--- src/include/vis_config.svh ---
`ifndef VIS_CONFIG_SVH
`define VIS_CONFIG_SVH

// ----------------------------------------------------------------------
// bank geometry
// ----------------------------------------------------------------------
`define VIS_COUNT 24   // blocks per bank, one per correlator
`define VIS_BSIZE 24   // words per block

// datapath
`define VIS_WIDTH 32   // correlator word width

// ----------------------------------------------------------------------
// counter widths
// ----------------------------------------------------------------------
`define VIS_CBITS 5    // block index, covers VIS_COUNT
`define VIS_BBITS 5    // word index, covers VIS_BSIZE
`define VIS_PBITS 2    // pending banks, saturates at 3

`endif

--- src/verilog/vis_pkg.sv ---
`default_nettype none

`include "vis_config.svh"

package vis_pkg;

   // payload and address vectors
   typedef logic [`VIS_WIDTH-1:0]             vis_word_t;
   typedef logic [`VIS_CBITS+`VIS_BBITS-1:0]  vis_addr_t;  // {block, word}

   // counters
   typedef logic [`VIS_CBITS-1:0] blk_cnt_t;
   typedef logic [`VIS_BBITS-1:0] wrd_cnt_t;
   typedef logic [`VIS_PBITS-1:0] bank_cnt_t;  // swaps not yet fetched

   // prefetch sequencing
   typedef enum logic [1:0] {
      ST_IDLE  = 2'd0,  // buffer empty, waiting for a bank
      ST_FETCH = 2'd1,  // bus cycle open, copying words
      ST_DRAIN = 2'd2,  // last sram write in flight
      ST_FULL  = 2'd3   // bank buffered, waiting for readout
   } prefetch_state_t;

endpackage

`default_nettype wire

--- src/verilog/bank_tracker.sv ---
`timescale 1ns/1ps
`default_nettype none

module bank_tracker import vis_pkg::*; (
   input  logic clk_i,
   input  logic rst_i,
   input  logic switch_i,   // correlator bank swapped
   input  logic take_i,     // prefetch started on a bank
   output logic pending_o,  // at least one bank waiting
   output logic overflow_o  // sticky, a swap was dropped
);

   bank_cnt_t count;  // banks swapped but not fetched
   logic      full;

   assign full      = (count == '1);
   assign pending_o = (count != '0);

   // ----------------------------------------------------------------------
   // pending-bank counter, saturating
   // ----------------------------------------------------------------------
   always_ff @(posedge clk_i) begin
      if (rst_i) begin
         count <= '0;
      end else begin
         case ({switch_i, take_i})
            2'b10: if (!full) count <= count + 1'b1;       // new bank, unless full
            2'b01: if (pending_o) count <= count - 1'b1;   // one bank consumed
            default: count <= count;                       // both or neither
         endcase
      end
   end

   // swap into a full counter is lost, flag it for good
   always_ff @(posedge clk_i) begin
      if (rst_i) begin
         overflow_o <= 1'b0;
      end else if (switch_i && full && !take_i) begin
         overflow_o <= 1'b1;
      end
   end

endmodule

`default_nettype wire

--- src/verilog/prefetch_ctrl.sv ---
`timescale 1ns/1ps
`default_nettype none

module prefetch_ctrl import vis_pkg::*; (
   input  logic clk_i,
   input  logic rst_i,
   input  logic pending_i,   // a swapped bank is waiting
   input  logic last_i,      // current address is the final word
   input  logic ack_i,       // bus transfer done
   input  logic streamed_i,  // readout has sent the buffered bank
   output logic start_o,     // begin a bank, also consumes it
   output logic fetch_o,     // bus request level
   output logic ready_o      // bank fully buffered
);

   prefetch_state_t state;
   prefetch_state_t state_nxt;

   // ----------------------------------------------------------------------
   // next-state logic
   // ----------------------------------------------------------------------
   always_comb begin
      state_nxt = state;
      case (state)
         ST_IDLE: begin
            if (pending_i) begin
               state_nxt = ST_FETCH;  // buffer empty and a bank to copy
            end
         end
         ST_FETCH: begin
            if (ack_i && last_i) begin
               state_nxt = ST_DRAIN;  // final word acknowledged
            end
         end
         ST_DRAIN: begin
            state_nxt = ST_FULL;      // one cycle for the last sram write
         end
         ST_FULL: begin
            if (streamed_i) begin
               state_nxt = ST_IDLE;   // buffer free again
            end
         end
         default: begin
            state_nxt = ST_IDLE;
         end
      endcase
   end

   always_ff @(posedge clk_i) begin
      if (rst_i) begin
         state <= ST_IDLE;
      end else begin
         state <= state_nxt;
      end
   end

   // ----------------------------------------------------------------------
   // outputs
   // ----------------------------------------------------------------------
   // start in the same cycle the tracker sees take
   assign start_o = (state == ST_IDLE) && pending_i;
   assign fetch_o = (state == ST_FETCH);  // cyc and stb follow this

   // pulse on entry to ST_FULL, two cycles after the final ack
   always_ff @(posedge clk_i) begin
      if (rst_i) begin
         ready_o <= 1'b0;
      end else begin
         ready_o <= (state == ST_DRAIN);
      end
   end

endmodule

`default_nettype wire

--- src/verilog/prefetch_addr.sv ---
`timescale 1ns/1ps
`default_nettype none

`include "vis_config.svh"

module prefetch_addr import vis_pkg::*; (
   input  logic      clk_i,
   input  logic      rst_i,
   input  logic      start_i,  // new bank, restart at zero
   input  logic      ack_i,    // word fetched, advance
   output vis_addr_t adr_o,
   output logic      last_o    // final word of the bank
);

   localparam blk_cnt_t BLK_LAST = blk_cnt_t'(`VIS_COUNT - 1);
   localparam wrd_cnt_t WRD_LAST = wrd_cnt_t'(`VIS_BSIZE - 1);

   blk_cnt_t blk;  // correlator block index
   wrd_cnt_t wrd;  // word within block

   // ----------------------------------------------------------------------
   // block and word counters
   // ----------------------------------------------------------------------
   always_ff @(posedge clk_i) begin
      if (rst_i || start_i) begin
         blk <= '0;
         wrd <= '0;
      end else if (ack_i) begin
         if (last_o) begin
            blk <= '0;                // wrap at end of bank
            wrd <= '0;
         end else if (wrd == WRD_LAST) begin
            blk <= blk + 1'b1;        // carry into next block
            wrd <= '0;
         end else begin
            wrd <= wrd + 1'b1;
         end
      end
   end

   assign adr_o  = {blk, wrd};  // block-then-word order
   assign last_o = (blk == BLK_LAST) && (wrd == WRD_LAST);

endmodule

`default_nettype wire

--- src/verilog/vis_sram_store.sv ---
`timescale 1ns/1ps
`default_nettype none

module vis_sram_store import vis_pkg::*; (
   input  logic      clk_i,
   input  logic      rst_i,
   input  logic      start_i,   // clears checksum
   input  logic      fetch_i,   // bus cycle open
   input  logic      ack_i,
   input  vis_addr_t adr_i,     // address of the acked word
   input  vis_word_t dat_i,
   output logic      sram_ce_o,
   output logic      sram_we_o,
   output vis_addr_t sram_ad_o,
   output vis_word_t sram_di_o,
   output vis_word_t checksum_o // xor of the bank so far
);

   logic take_word;

   assign take_word = fetch_i && ack_i;

   // ----------------------------------------------------------------------
   // sram write strobes, one cycle after each ack
   // ----------------------------------------------------------------------
   always_ff @(posedge clk_i) begin
      if (rst_i) begin
         sram_ce_o <= 1'b0;
         sram_we_o <= 1'b0;
      end else begin
         sram_ce_o <= fetch_i;    // enabled through fetch plus drain cycle
         sram_we_o <= take_word;
      end
   end

   // address and data latched at the ack
   always_ff @(posedge clk_i) begin
      if (take_word) begin
         sram_ad_o <= adr_i;
         sram_di_o <= dat_i;
      end
   end

   // running xor, final by the time ready pulses
   always_ff @(posedge clk_i) begin
      if (rst_i || start_i) begin
         checksum_o <= '0;
      end else if (take_word) begin
         checksum_o <= checksum_o ^ dat_i;
      end
   end

endmodule

`default_nettype wire

--- src/verilog/tart_visibilities.sv ---
`timescale 1ns/1ps
`default_nettype none

module tart_visibilities (
   input  logic               clk_i,
   input  logic               rst_i,

   // status from correlators and readout
   input  logic               switch_i,    // bank swap pulse
   input  logic               streamed_i,  // buffered bank sent

   // bus master towards the correlators
   output logic               cyc_o,
   output logic               stb_o,
   output logic               we_o,
   output vis_pkg::vis_addr_t adr_o,
   input  logic               ack_i,
   input  vis_pkg::vis_word_t dat_i,

   // external sram write port
   output logic               sram_ce_o,
   output logic               sram_we_o,
   output vis_pkg::vis_addr_t sram_ad_o,
   output vis_pkg::vis_word_t sram_di_o,

   // status out
   output logic               newblock_o,
   output vis_pkg::vis_word_t checksum_o,
   output logic               overflow_o
);

   logic pending;  // bank waiting in tracker
   logic start;    // bank taken, counters cleared
   logic fetch;    // bus request
   logic last;     // final word addressed

   // ----------------------------------------------------------------------
   // bus mapping, reads only
   // ----------------------------------------------------------------------
   assign cyc_o = fetch;
   assign stb_o = fetch;
   assign we_o  = 1'b0;

   bank_tracker u_tracker (
      .clk_i      (clk_i),
      .rst_i      (rst_i),
      .switch_i   (switch_i),
      .take_i     (start),
      .pending_o  (pending),
      .overflow_o (overflow_o)
   );

   prefetch_ctrl u_ctrl (
      .clk_i      (clk_i),
      .rst_i      (rst_i),
      .pending_i  (pending),
      .last_i     (last),
      .ack_i      (ack_i),
      .streamed_i (streamed_i),
      .start_o    (start),
      .fetch_o    (fetch),
      .ready_o    (newblock_o)
   );

   prefetch_addr u_addr (
      .clk_i   (clk_i),
      .rst_i   (rst_i),
      .start_i (start),
      .ack_i   (ack_i),
      .adr_o   (adr_o),
      .last_o  (last)
   );

   vis_sram_store u_store (
      .clk_i      (clk_i),
      .rst_i      (rst_i),
      .start_i    (start),
      .fetch_i    (fetch),
      .ack_i      (ack_i),
      .adr_i      (adr_o),
      .dat_i      (dat_i),
      .sram_ce_o  (sram_ce_o),
      .sram_we_o  (sram_we_o),
      .sram_ad_o  (sram_ad_o),
      .sram_di_o  (sram_di_o),
      .checksum_o (checksum_o)
   );

endmodule

`default_nettype wire

--- config.mk ---
export PLATFORM = sky130hd
export DESIGN_NAME = tart_visibilities
export DESIGN_NICKNAME = d
export VERILOG_FILES = /design/src/verilog/vis_pkg.sv /design/src/verilog/bank_tracker.sv /design/src/verilog/prefetch_ctrl.sv /design/src/verilog/prefetch_addr.sv /design/src/verilog/vis_sram_store.sv /design/src/verilog/tart_visibilities.sv
export VERILOG_INCLUDE_DIRS = /design/src /design/src/include
export SDC_FILE = /design/constraint.sdc
export NUM_CORES = 1
export LEC_CHECK = 0
export CAP_MARGIN = 10
export CORE_AREA = 2 2 78 136
export DETAILED_ROUTE_END_ITERATION = 10
export DIE_AREA = 0 0 80 138
export DONT_BUFFER_PORTS = 1
export PLACE_DENSITY_LB_ADDON = 0.25
export SETUP_SLACK_MARGIN = 0.02
export SLEW_MARGIN = 0
export SYNTH_ARGS = -nofsm -noshare
export SYNTH_HDL_FRONTEND = slang
export SYNTH_SLANG_ARGS = --single-unit
--- constraint.sdc ---
create_clock -name clk_i -period 2.7 [get_ports clk_i]
set_input_delay 0.54 -clock clk_i [delete_from_list [all_inputs] [get_ports clk_i]]
set_output_delay 0.54 -clock clk_i [all_outputs]
set_load 0.005 [all_outputs]
Yosys cells after proc, flatten, opt, wreduce, memory -nomap -nowiden

Cells that the tools add are included.

Bits of input ports: 37
Flip-flop bits (word level): 92
Word-level logic and storage cells: 55
Output and inout port bits: 91

Reductions and logical operators: 15
Bitwise gates (word level): 1
Muxes and demuxes: 11
Add/sub/neg operators: 4
Eq/ne operators: 13

Operator list:

| cell                                                  | number |
|---|---|
| bitwise XOR 32 bit                                    | 1 |
| two-way mux 5 bit                                     | 4 |
| adder 5 x 1 -> 5 bit, second input constant           | 2 |
| equality test 5 bit, second input constant            | 2 |
| two-way mux 2 bit                                     | 5 |
| equality test 2 bit, second input constant            | 4 |
| one-hot mux 2 bit (4 select lines)                    | 1 |
| logical AND 1 bit                                     | 6 |
| inequality test 2 bit, second input constant          | 3 |
| AND reduction 3 bit                                   | 2 |
| nonzero test 2 bit                                    | 3 |
| equality test 2 x 1 -> 1 bit, second input constant   | 2 |
| inequality test 2 x 1 -> 1 bit, second input constant | 2 |
| one-hot mux 2 bit (2 select lines)                    | 1 |
| adder 2 x 1 -> 2 bit, second input constant           | 1 |
| zero test 2 bit                                       | 1 |
| AND reduction 2 bit                                   | 1 |
| subtractor 2 x 1 -> 2 bit, second input constant      | 1 |
| zero test 1 bit                                       | 1 |
| logical OR 1 bit                                      | 1 |

Longest topological paths before layout

Gate-level depths: netlist of run 1.

Depth after elaboration: 5
Mapped depth: 9
Depth with buffers taken out: 9

Modules after synthesis

From an unflattened synthesis of run 1, not the netlist that was laid out.

Cell total of the unflattened synthesis: 330
Area total of the unflattened synthesis: 4091.4 µm²

By module, submodules not included:

| module            | instances | area an instance (µm²) | seq. area each (µm²) | cells each |
|---|---|---|---|---|
| vis_sram_store    | 1         | 3199.3                 | 1941.9               | 229 |
| prefetch_addr     | 1         | 516.7                  | 200.2                | 59 |
| prefetch_ctrl     | 1         | 211.5                  | 60.1                 | 22 |
| bank_tracker      | 1         | 145.1                  | 60.1                 | 17 |
| tart_visibilities | 1         | 18.8                   | 0.0                  | 3 |

Worst setup path after synthesis of run 1

Ideal clock, no wire load.

Path type: in2reg
Start point: input port ack_i
End point: register u_store.checksum_o[17]
Library setup time: 128 ps
Data arrival time: 1908 ps
Path slack: 664 ps
Required time: 2572 ps
Stages on the path: 7
Buffers on the path: 3
Cell sequence: buf_6 > and2_1 > clkbuf_1 > buf_2 > nand2_1 > xor2_1 > nor2_1

Longest elaborated chain between the ends: 1

RTL lines:

| element               | line                    | RTL |
|---|---|---|
| from (decl)           | tart_visibilities.sv:17 | `input logic ack_i,` |
| logical AND 1 bit     | vis_sram_store.sv:21    | `assign take_word = fetch_i && ack_i;` |
| via u_store.take_word | vis_sram_store.sv:19    | `logic take_word;` |
| to (signal assigned)  | vis_sram_store.sv:49    | `checksum_o <= checksum_o ^ dat_i;` |
| to (decl)             | vis_sram_store.sv:16    | `output vis_word_t checksum_o` |

The timed path passes the listed nets, and every way through them passes these cells.
A chain may end at the register's enable or synchronous reset.

Final worst setup path of run 1

Start point: register u_ctrl.state[0]
End point: register u_tracker.count[1]

Longest elaborated chain between the ends: 5

RTL lines:

| element                                                                       | line                | RTL |
|---|---|---|
| from (decl)                                                                   | prefetch_ctrl.sv:16 | `prefetch_state_t state;` |
| from (signal assigned)                                                        | prefetch_ctrl.sv:53 | `state <= state_nxt;` |
| zero test 2 bit (*)                                                           | prefetch_ctrl.sv:61 | `assign start_o = (state == ST_IDLE) && pending_i;` |
| logical AND 1 bit (*)                                                         | prefetch_ctrl.sv:61 |  |
| equality test 2 x 1 -> 1 bit / equality test 2 bit (equally long branches)    | bank_tracker.sv:26  | `case ({switch_i, take_i})` |
| inequality test 2 x 1 -> 1 bit (no source line), or another cell as far along | --                  |  |
| AND reduction 3 bit (no source line)                                          | --                  |  |
| to (signal assigned)                                                          | bank_tracker.sv:27  | `2'b10: if (!full) count <= count + 1'b1;` |
| to (signal assigned)                                                          | bank_tracker.sv:28  | `2'b01: if (pending_o) count <= count - 1'b1;` |
| to (signal assigned)                                                          | bank_tracker.sv:29  | `default: count <= count;` |
| to (decl)                                                                     | bank_tracker.sv:13  | `bank_cnt_t count;` |

Mark *: on every way between the ends. The rest lies on a longest branch, timed or not.

==> qor.csv, run 1 <==
stage,metric,value,unit
run_status,status,"finished, final reports clean",
timing,finalCritPeriodShare,67.7,%
timing,hold_viol,0,
floorplanning,core,10100,um2
clock_tree,cts_tree,done,
global_routing,grt_max_degree,75,
setup_path,cp_slowest_stage_delay,390,ps
synth,yosys_warnings,0,
setup_path,critPathSlowestCell,dfxtp_1,
placed_design,dpl.hpwl,4.82,mm
floorplanning,fp.dieW,80,um
placed_design,post_dp_cell_area,3500,um2
drt,first_pass_iters,4,
setup_path,cp.arrival,2070,ps
pwr,power_switching,937,uW
global_routing,grt_pass1_vias,1954,
setup_path,cp.required,2940,ps
pwr,max-vdd-ir-drop,345,uV
clock_tree,htree_levels,3,
synth,ys.flop_type,dfxtp_1,
clock_tree,ctsResizeCount,0,
global_routing,grt_first_pass_wirelength,10.6,mm
timing,rsz0062_at_grt,false,
worst_hold_path,hold_depth,1,
synth,synthArstFlopShare,0,%
drt,vias,1918,
global_routing,antenna_found_initial,0,
synth,synth_cell_type_count,34,
setup_path,worstPathCellList,inv_1 -> ha_1 -> o21ai_1 -> inv_1 -> ha_1 -> nor2_1 -> nand3_1 -> nor2_1 -> nor4_1,
pwr,power_density,916,nW/um2
run,maxCapViolations,0,
pwr,swShare,27.0,%
drt,drt_iter0_drc,69,
timing,max_freq,0.547,GHz
synth,avgSynthCellArea,11.9,um2
timing,layout_setup_ws,872,ps
synth,synth_area_leaders,"edfxtp_1 (37%), dfxtp_1 (30%), xor2_1 (8.8%)",
clock_tree,cts_sinks,92,
placed_design,dp_cells,399,
clock_tree,cts_root_buffer,clkbuf_16,
pwr,p_comb_share,13.9,%
pwr,power_frac_seq,51.0,%
global_routing,grtUsageTotal,12.6,%
final_layout,fin_util,37.7,%
clock_tree,cts_hold_buf,0,
setup_path,crit_fanout,5,
timing,finClkSkew,8.99,ps
clock_tree,cts_buffer_depth,2,
setup_path,end_kind,register,
synth,yosysTopAreaCell,edfxtp_1,
setup_path,start_kind,register,
clock_tree,cts_buffers,9,
global_routing,gr-total-overflow,0,
setup_path,r2r_cells,9,
setup_path,critical_path_class,reg -> reg,
floorplanning,rows,49,
final_layout,n_fill_cell,978,
final_layout,area_growth,12.1,%
final_layout,n_antenna_cell,0,
pwr,clockPowerShare,35.1,%
drt,drc,0,
worst_hold_path,hold_path.class,in -> reg,
timing,layout_min_cycle_time,1830,ps
drt,post_drt_wl_per_cell,16.4,um
clock_tree,clkLatencyLatePin,330,ps
pwr,p_int,2.53,mW
synth,ys_seq_elements,92,
pwr,power.leakage,1.33,nW
timing,whs,272,ps
clock_tree,post_cts_buffers,0,
synth,syn-cell-area,3380,um2
floorplanning,dieArea,11000,um2
timing,tns,0,ps
floorplanning,start_util,33.6,%
synth,synth.top_cell.area_share,37.3,%
synth,yosysSeqAreaShare,66.9,%
timing,setup_violations,0,
final_layout,instances_no_fill,415,
final_layout,final_nets,328,
drt,ant_nets,0,
pwr,p_total,3.47,mW
synth,netlist_instances,283,
timing,final_max_slew_viol_count,0,
synth,postSynthNetCount,328,
synth,synth-edff-count,42,
placed_design,place.gp.congestion,0.729,
drt,vias_per_cell,4.62,
drt,finalWirelength,6.80,mm
placed_design,pre_cts_ws,879,ps
floorplanning,die_h,138,um
clock_tree,clkTransAtPathRegs,70,ps
floorplanning,num_io_pins,128,
placed_design,port_buffers,0,
final_layout,design_area,3790,um2
final_layout,drive_gt1_share,6.60,%
-- power by group through the flow --
stage	Combinational (mW)	Sequential [mW]	Clock, mW
2_1_floorplan	0.397	1.76	0
3_3_place_gp	0.487	1.80	0
3_5_place_dp	0.494	1.80	0
4_1_cts	0.498	1.77	1.26
5_1_grt	0.558	1.79	1.32
6_report	0.482	1.77	1.22
-- metal layers --
metal	global-route usage, %	part of all wire, %
met2	21.8	55
met4	6.51	2.6
met1	13.3	36
met3	4.24	6.1
met5	0	0
-- cell usage after synthesis, types with 3 or more instances --
| cell type | count |
|---|---|
| dfxtp_1 | 50 |
| nor2_1 | 43 |
| edfxtp_1 | 42 |
| nand2_1 | 36 |
| xor2_1 | 34 |
| inv_1 | 9 |
| a21oi_1 | 8 |
| ha_1 | 8 |
| clkbuf_1 | 7 |
| nand2b_1 | 7 |
| nor3_1 | 4 |
| buf_2 | 3 |
| mux2i_1 | 3 |
-- area by class of cell --
cell class              count  area [um2]  share of cell area, %
multi-input cells         169        1020                   26.9
repair buffers              2        27.5                  0.726
clock inverters             4        51.3                   1.35
flip-flops and latches     92        2260                   59.7
well taps                 127         159                   4.19
clock buffers              12         236                   6.24
inverters                   9        33.8                  0.891
-- flip-flops by register name, indices dropped and copies added (netlist names) --
signal,cells
u_ctrl.ready_o,1
u_store.sram_we_o,1
u_store.sram_ce_o,1
u_store.sram_ad_o,10
u_tracker.overflow_o,1
u_store.sram_di_o,32
u_addr.blk,5
u_addr.wrd,5
u_store.checksum_o,32
u_tracker.count,2
u_ctrl.state,2
-- worst max-delay path: cells and delay by family, from the launching register on --
kind	cells	cell delay, ps
DFF	1	390
AOI/OAI and AO/OA	1	180
adders and majority gates	2	590
and+or+nand+nor	4	430
buffers and inverters	2	170
-- cell families after synthesis --
family          Yosys count  synth area share, %
buf+inv                  22                 3.00
flops                    92                 66.9
compound gates           16                 2.78
simple gates            105                 14.0
mux                       3                0.888
fa+ha+maj                 8                 2.96
xor+xnor                 36                 9.33
other cells               1                0.111
-- final timing paths --
| check | start | endpoint | slack (ps) |
|---|---|---|---|
| max | u_ctrl.state[0] | u_tracker.count[1] | 870 |
| min | rst_i | u_ctrl.ready_o | 270 |
| max reg2reg | u_ctrl.state[0] | u_tracker.count[1] | 870 |
| min reg2reg | u_ctrl.state[0] | u_ctrl.state[0] | 530 |
-- placed cells by master, fill, tap and decap left out, types with 3 or more instances in the layout --
cell type / netlist / final
dfxtp_1: 50 / 50
edfxtp_1: 42 / 42
nand2_1: 36 / 36
clkbuf_1: 7 / 3
nand2b_1: 7 / 6
mux2i_1: 3 / 3
ha_1: 8 / 8
inv_1: 9 / 9
nor2_1: 43 / 43
nor3_1: 4 / 4
a21oi_1: 8 / 8
xor2_1: 34 / 34
clkbuf_16: 0 / 9
Note: power is estimated with default switching activity, not from simulation.
==> run 2: changes to the inputs <==
clock period = 1.5 ns   (was 2.7 ns; I/O delays follow)
==> run 2 against run 1 <==
Net effect:
- sequential power increased by 79%
- global-route usage is 0.70 points higher
- via count increased by 8.8%
- register-to-register slack worse by 840 ps
- sequential cell count unchanged
- critical path depth shrank 4
- critical endpoint is now u_addr.blk[4]
- largest power group unchanged
- combinational power increased to 3.0 times the previous value
- hold slack got worse by 240 ps
- count of clock-buffer cells in the layout shrank 3
- highest routed layer unchanged
==> qor.csv, run 2 (synthesized netlist as in run 1, its figures left out) <==
stage,metric,value,unit,change
timing,max_freq,0.680,GHz,+24%
placed_design,post_dp_cell_area,3730,um2,+6.6%
worst_hold_path,hold_path.class,in -> reg,,
floorplanning,rows,49,,unchanged
floorplanning,start_util,33.6,%,unchanged
clock_tree,htree_levels,3,,unchanged
timing,finClkSkew,9.59,ps,+0.595 ps
timing,whs,26.7,ps,-245 ps
drt,vias,2086,,+8.8%
drt,ant_nets,0,,unchanged
setup_path,cp_slowest_stage_delay,480,ps,+90 ps
setup_path,cp.required,1780,ps,-1160 ps
drt,finalWirelength,7.43,mm,+9.3%
clock_tree,cts_root_buffer,clkbuf_16,,
final_layout,top_regs,"u_store.checksum_o (32), u_store.sram_di_o (32), u_store.sram_ad_o (10)",,
drt,vias_per_cell,4.74,,+2.6%
setup_path,critPathSlowestCell,or4_4,,
setup_path,end_kind,register,,
clock_tree,cts_sinks,92,,unchanged
placed_design,dpl.hpwl,5.19,mm,+7.7%
final_layout,n_fill_cell,960,,-1.8%
pwr,max-vdd-ir-drop,596,uV,+73%
clock_tree,clkLatencyLatePin,340,ps,about the same
timing,hold_viol,0,,unchanged
setup_path,critPathBufInv,0,,-2
final_layout,drive_gt1_share,20.8,%,+14 points
final_layout,final_nets,353,,+7.6%
pwr,power_density,1630,nW/um2,+78%
timing,final_max_slew_viol_count,0,,unchanged
placed_design,port_buffers,0,,unchanged
floorplanning,num_io_pins,128,,unchanged
drt,post_drt_wl_per_cell,16.9,um,+3.1%
final_layout,final_common_cell,dfxtp_1,,
run,maxCapViolations,0,,unchanged
final_layout,design_area,4160,um2,+9.8%
global_routing,grtUsageTotal,13.4,%,+0.70 points
pwr,power.leakage,1.50,nW,+13%
timing,setup_violations,0,,unchanged
drt,drt_iter0_drc,98,,+42%
global_routing,grt_max_degree,45,,-40%
floorplanning,die_h,138,um,unchanged
floorplanning,core,10100,um2,unchanged
clock_tree,cts_buffers,9,,unchanged
final_layout,area_growth,23.1,%,
setup_path,critical_path_class,reg -> reg,,
drt,first_pass_iters,4,,unchanged
placed_design,place.gp.congestion,0.771,,+5.7%
setup_path,crit_fanout,6,,+1
final_layout,n_antenna_cell,0,,unchanged
run_status,status,"finished, final reports clean",,
floorplanning,dieArea,11000,um2,unchanged
global_routing,grt_first_pass_wirelength,11.0,mm,+4.0%
setup_path,critical_path.top_delay_family,simple AND/OR/NAND/NOR gates,,
pwr,p_total,6.78,mW,+95%
timing,layout_min_cycle_time,1470,ps,-357 ps
clock_tree,cts_tree,done,,
floorplanning,fp.dieW,80,um,unchanged
setup_path,cp.arrival,1750,ps,-320 ps
setup_path,start_kind,register,,
final_layout,final_cell_mix,"dfxtp_1 (46), edfxtp_1 (42), nor2_1 (41)",,
drt,drc,0,,unchanged
clock_tree,clkTransAtPathRegs,70,ps,about the same
timing,finalCritPeriodShare,98.1,%,+30 points
global_routing,gr-total-overflow,0,,unchanged
setup_path,worstPathCellList,ha_4 -> nand3_4 -> or2_4 -> or4_4 -> a21oi_2,,
global_routing,grt_pass1_vias,1982,,+1.4%
timing,rsz0062_at_grt,true,,
clock_tree,cts_buffer_depth,2,,unchanged
global_routing,antenna_found_initial,0,,unchanged
## run 2: cell count changes in the layout (fill, tap and decap cells not counted), moves of 3 or more
cell      previous run  this run
inv_6                0         3
buf_12               1         5
dfxtp_1             50        46
ha_4                 0         3
inv_2                0         4
ha_1                 8         4
buf_4                1        19
clkbuf_1             3         0
inv_1                9         5
## run 2: worst paths after layout
kind	cells past startpoint	endpoint	slack, ps	from
min reg2reg	2	u_tracker.overflow_o	520	u_tracker.overflow_o
max	5	u_addr.blk[4]	30	u_addr.wrd[1]
min	1	u_tracker.count[0]	30	rst_i
max reg2reg	5	u_addr.blk[4]	30	u_addr.wrd[1]
## run 2: what timing repair did
action	in CTS	in global routing
endpoints found under the setup margin	3	29
buffers inserted	1	2
cloned	0	2
gates resized for setup	4	11
hold buffers	0	0
pin swaps	3	6
## run 2: report_power, final
group	switching (mW)	total, mW	internal, mW
combinational	0.746	1.43	0.681
sequential	0.204	3.16	2.96
clock	1.03	2.20	1.17
## run 2: layout make-up
class	instances	area (um2)	share of cell area, %
flip-flops and latches	92	2270	54.6
multi-input cells	169	1100	26.5
repair buffers	27	304	7.31
clock buffers	9	225	5.41
well taps	127	159	3.82
clock inverters	7	66.3	1.59
inverters	9	33.8	0.812
## run 2: per-stage QoR
step                      std cells  util [%]  setup WS, ps  setup TNS [ps]
after global placement          419      37.1          56.6               0
after CTS                       436      40.2          21.9               0
after global routing            440      41.4         -35.7            -113
after detailed placement        419      37.1         -20.0           -34.5
after floorplan                 283         -          30.0               0
final                           440      41.4          29.1               0
## run 2: routing by layer
metal / up-vias / global-route usage [%] / share of wire [%]
li1: 984 / - / -
met1: 1020 / 13.8 / 35
met2: 75 / 23.0 / 56
met3: 7 / 5.48 / 7.1
met4: 0 / 5.89 / 1.8
met5: - / 0 / 0
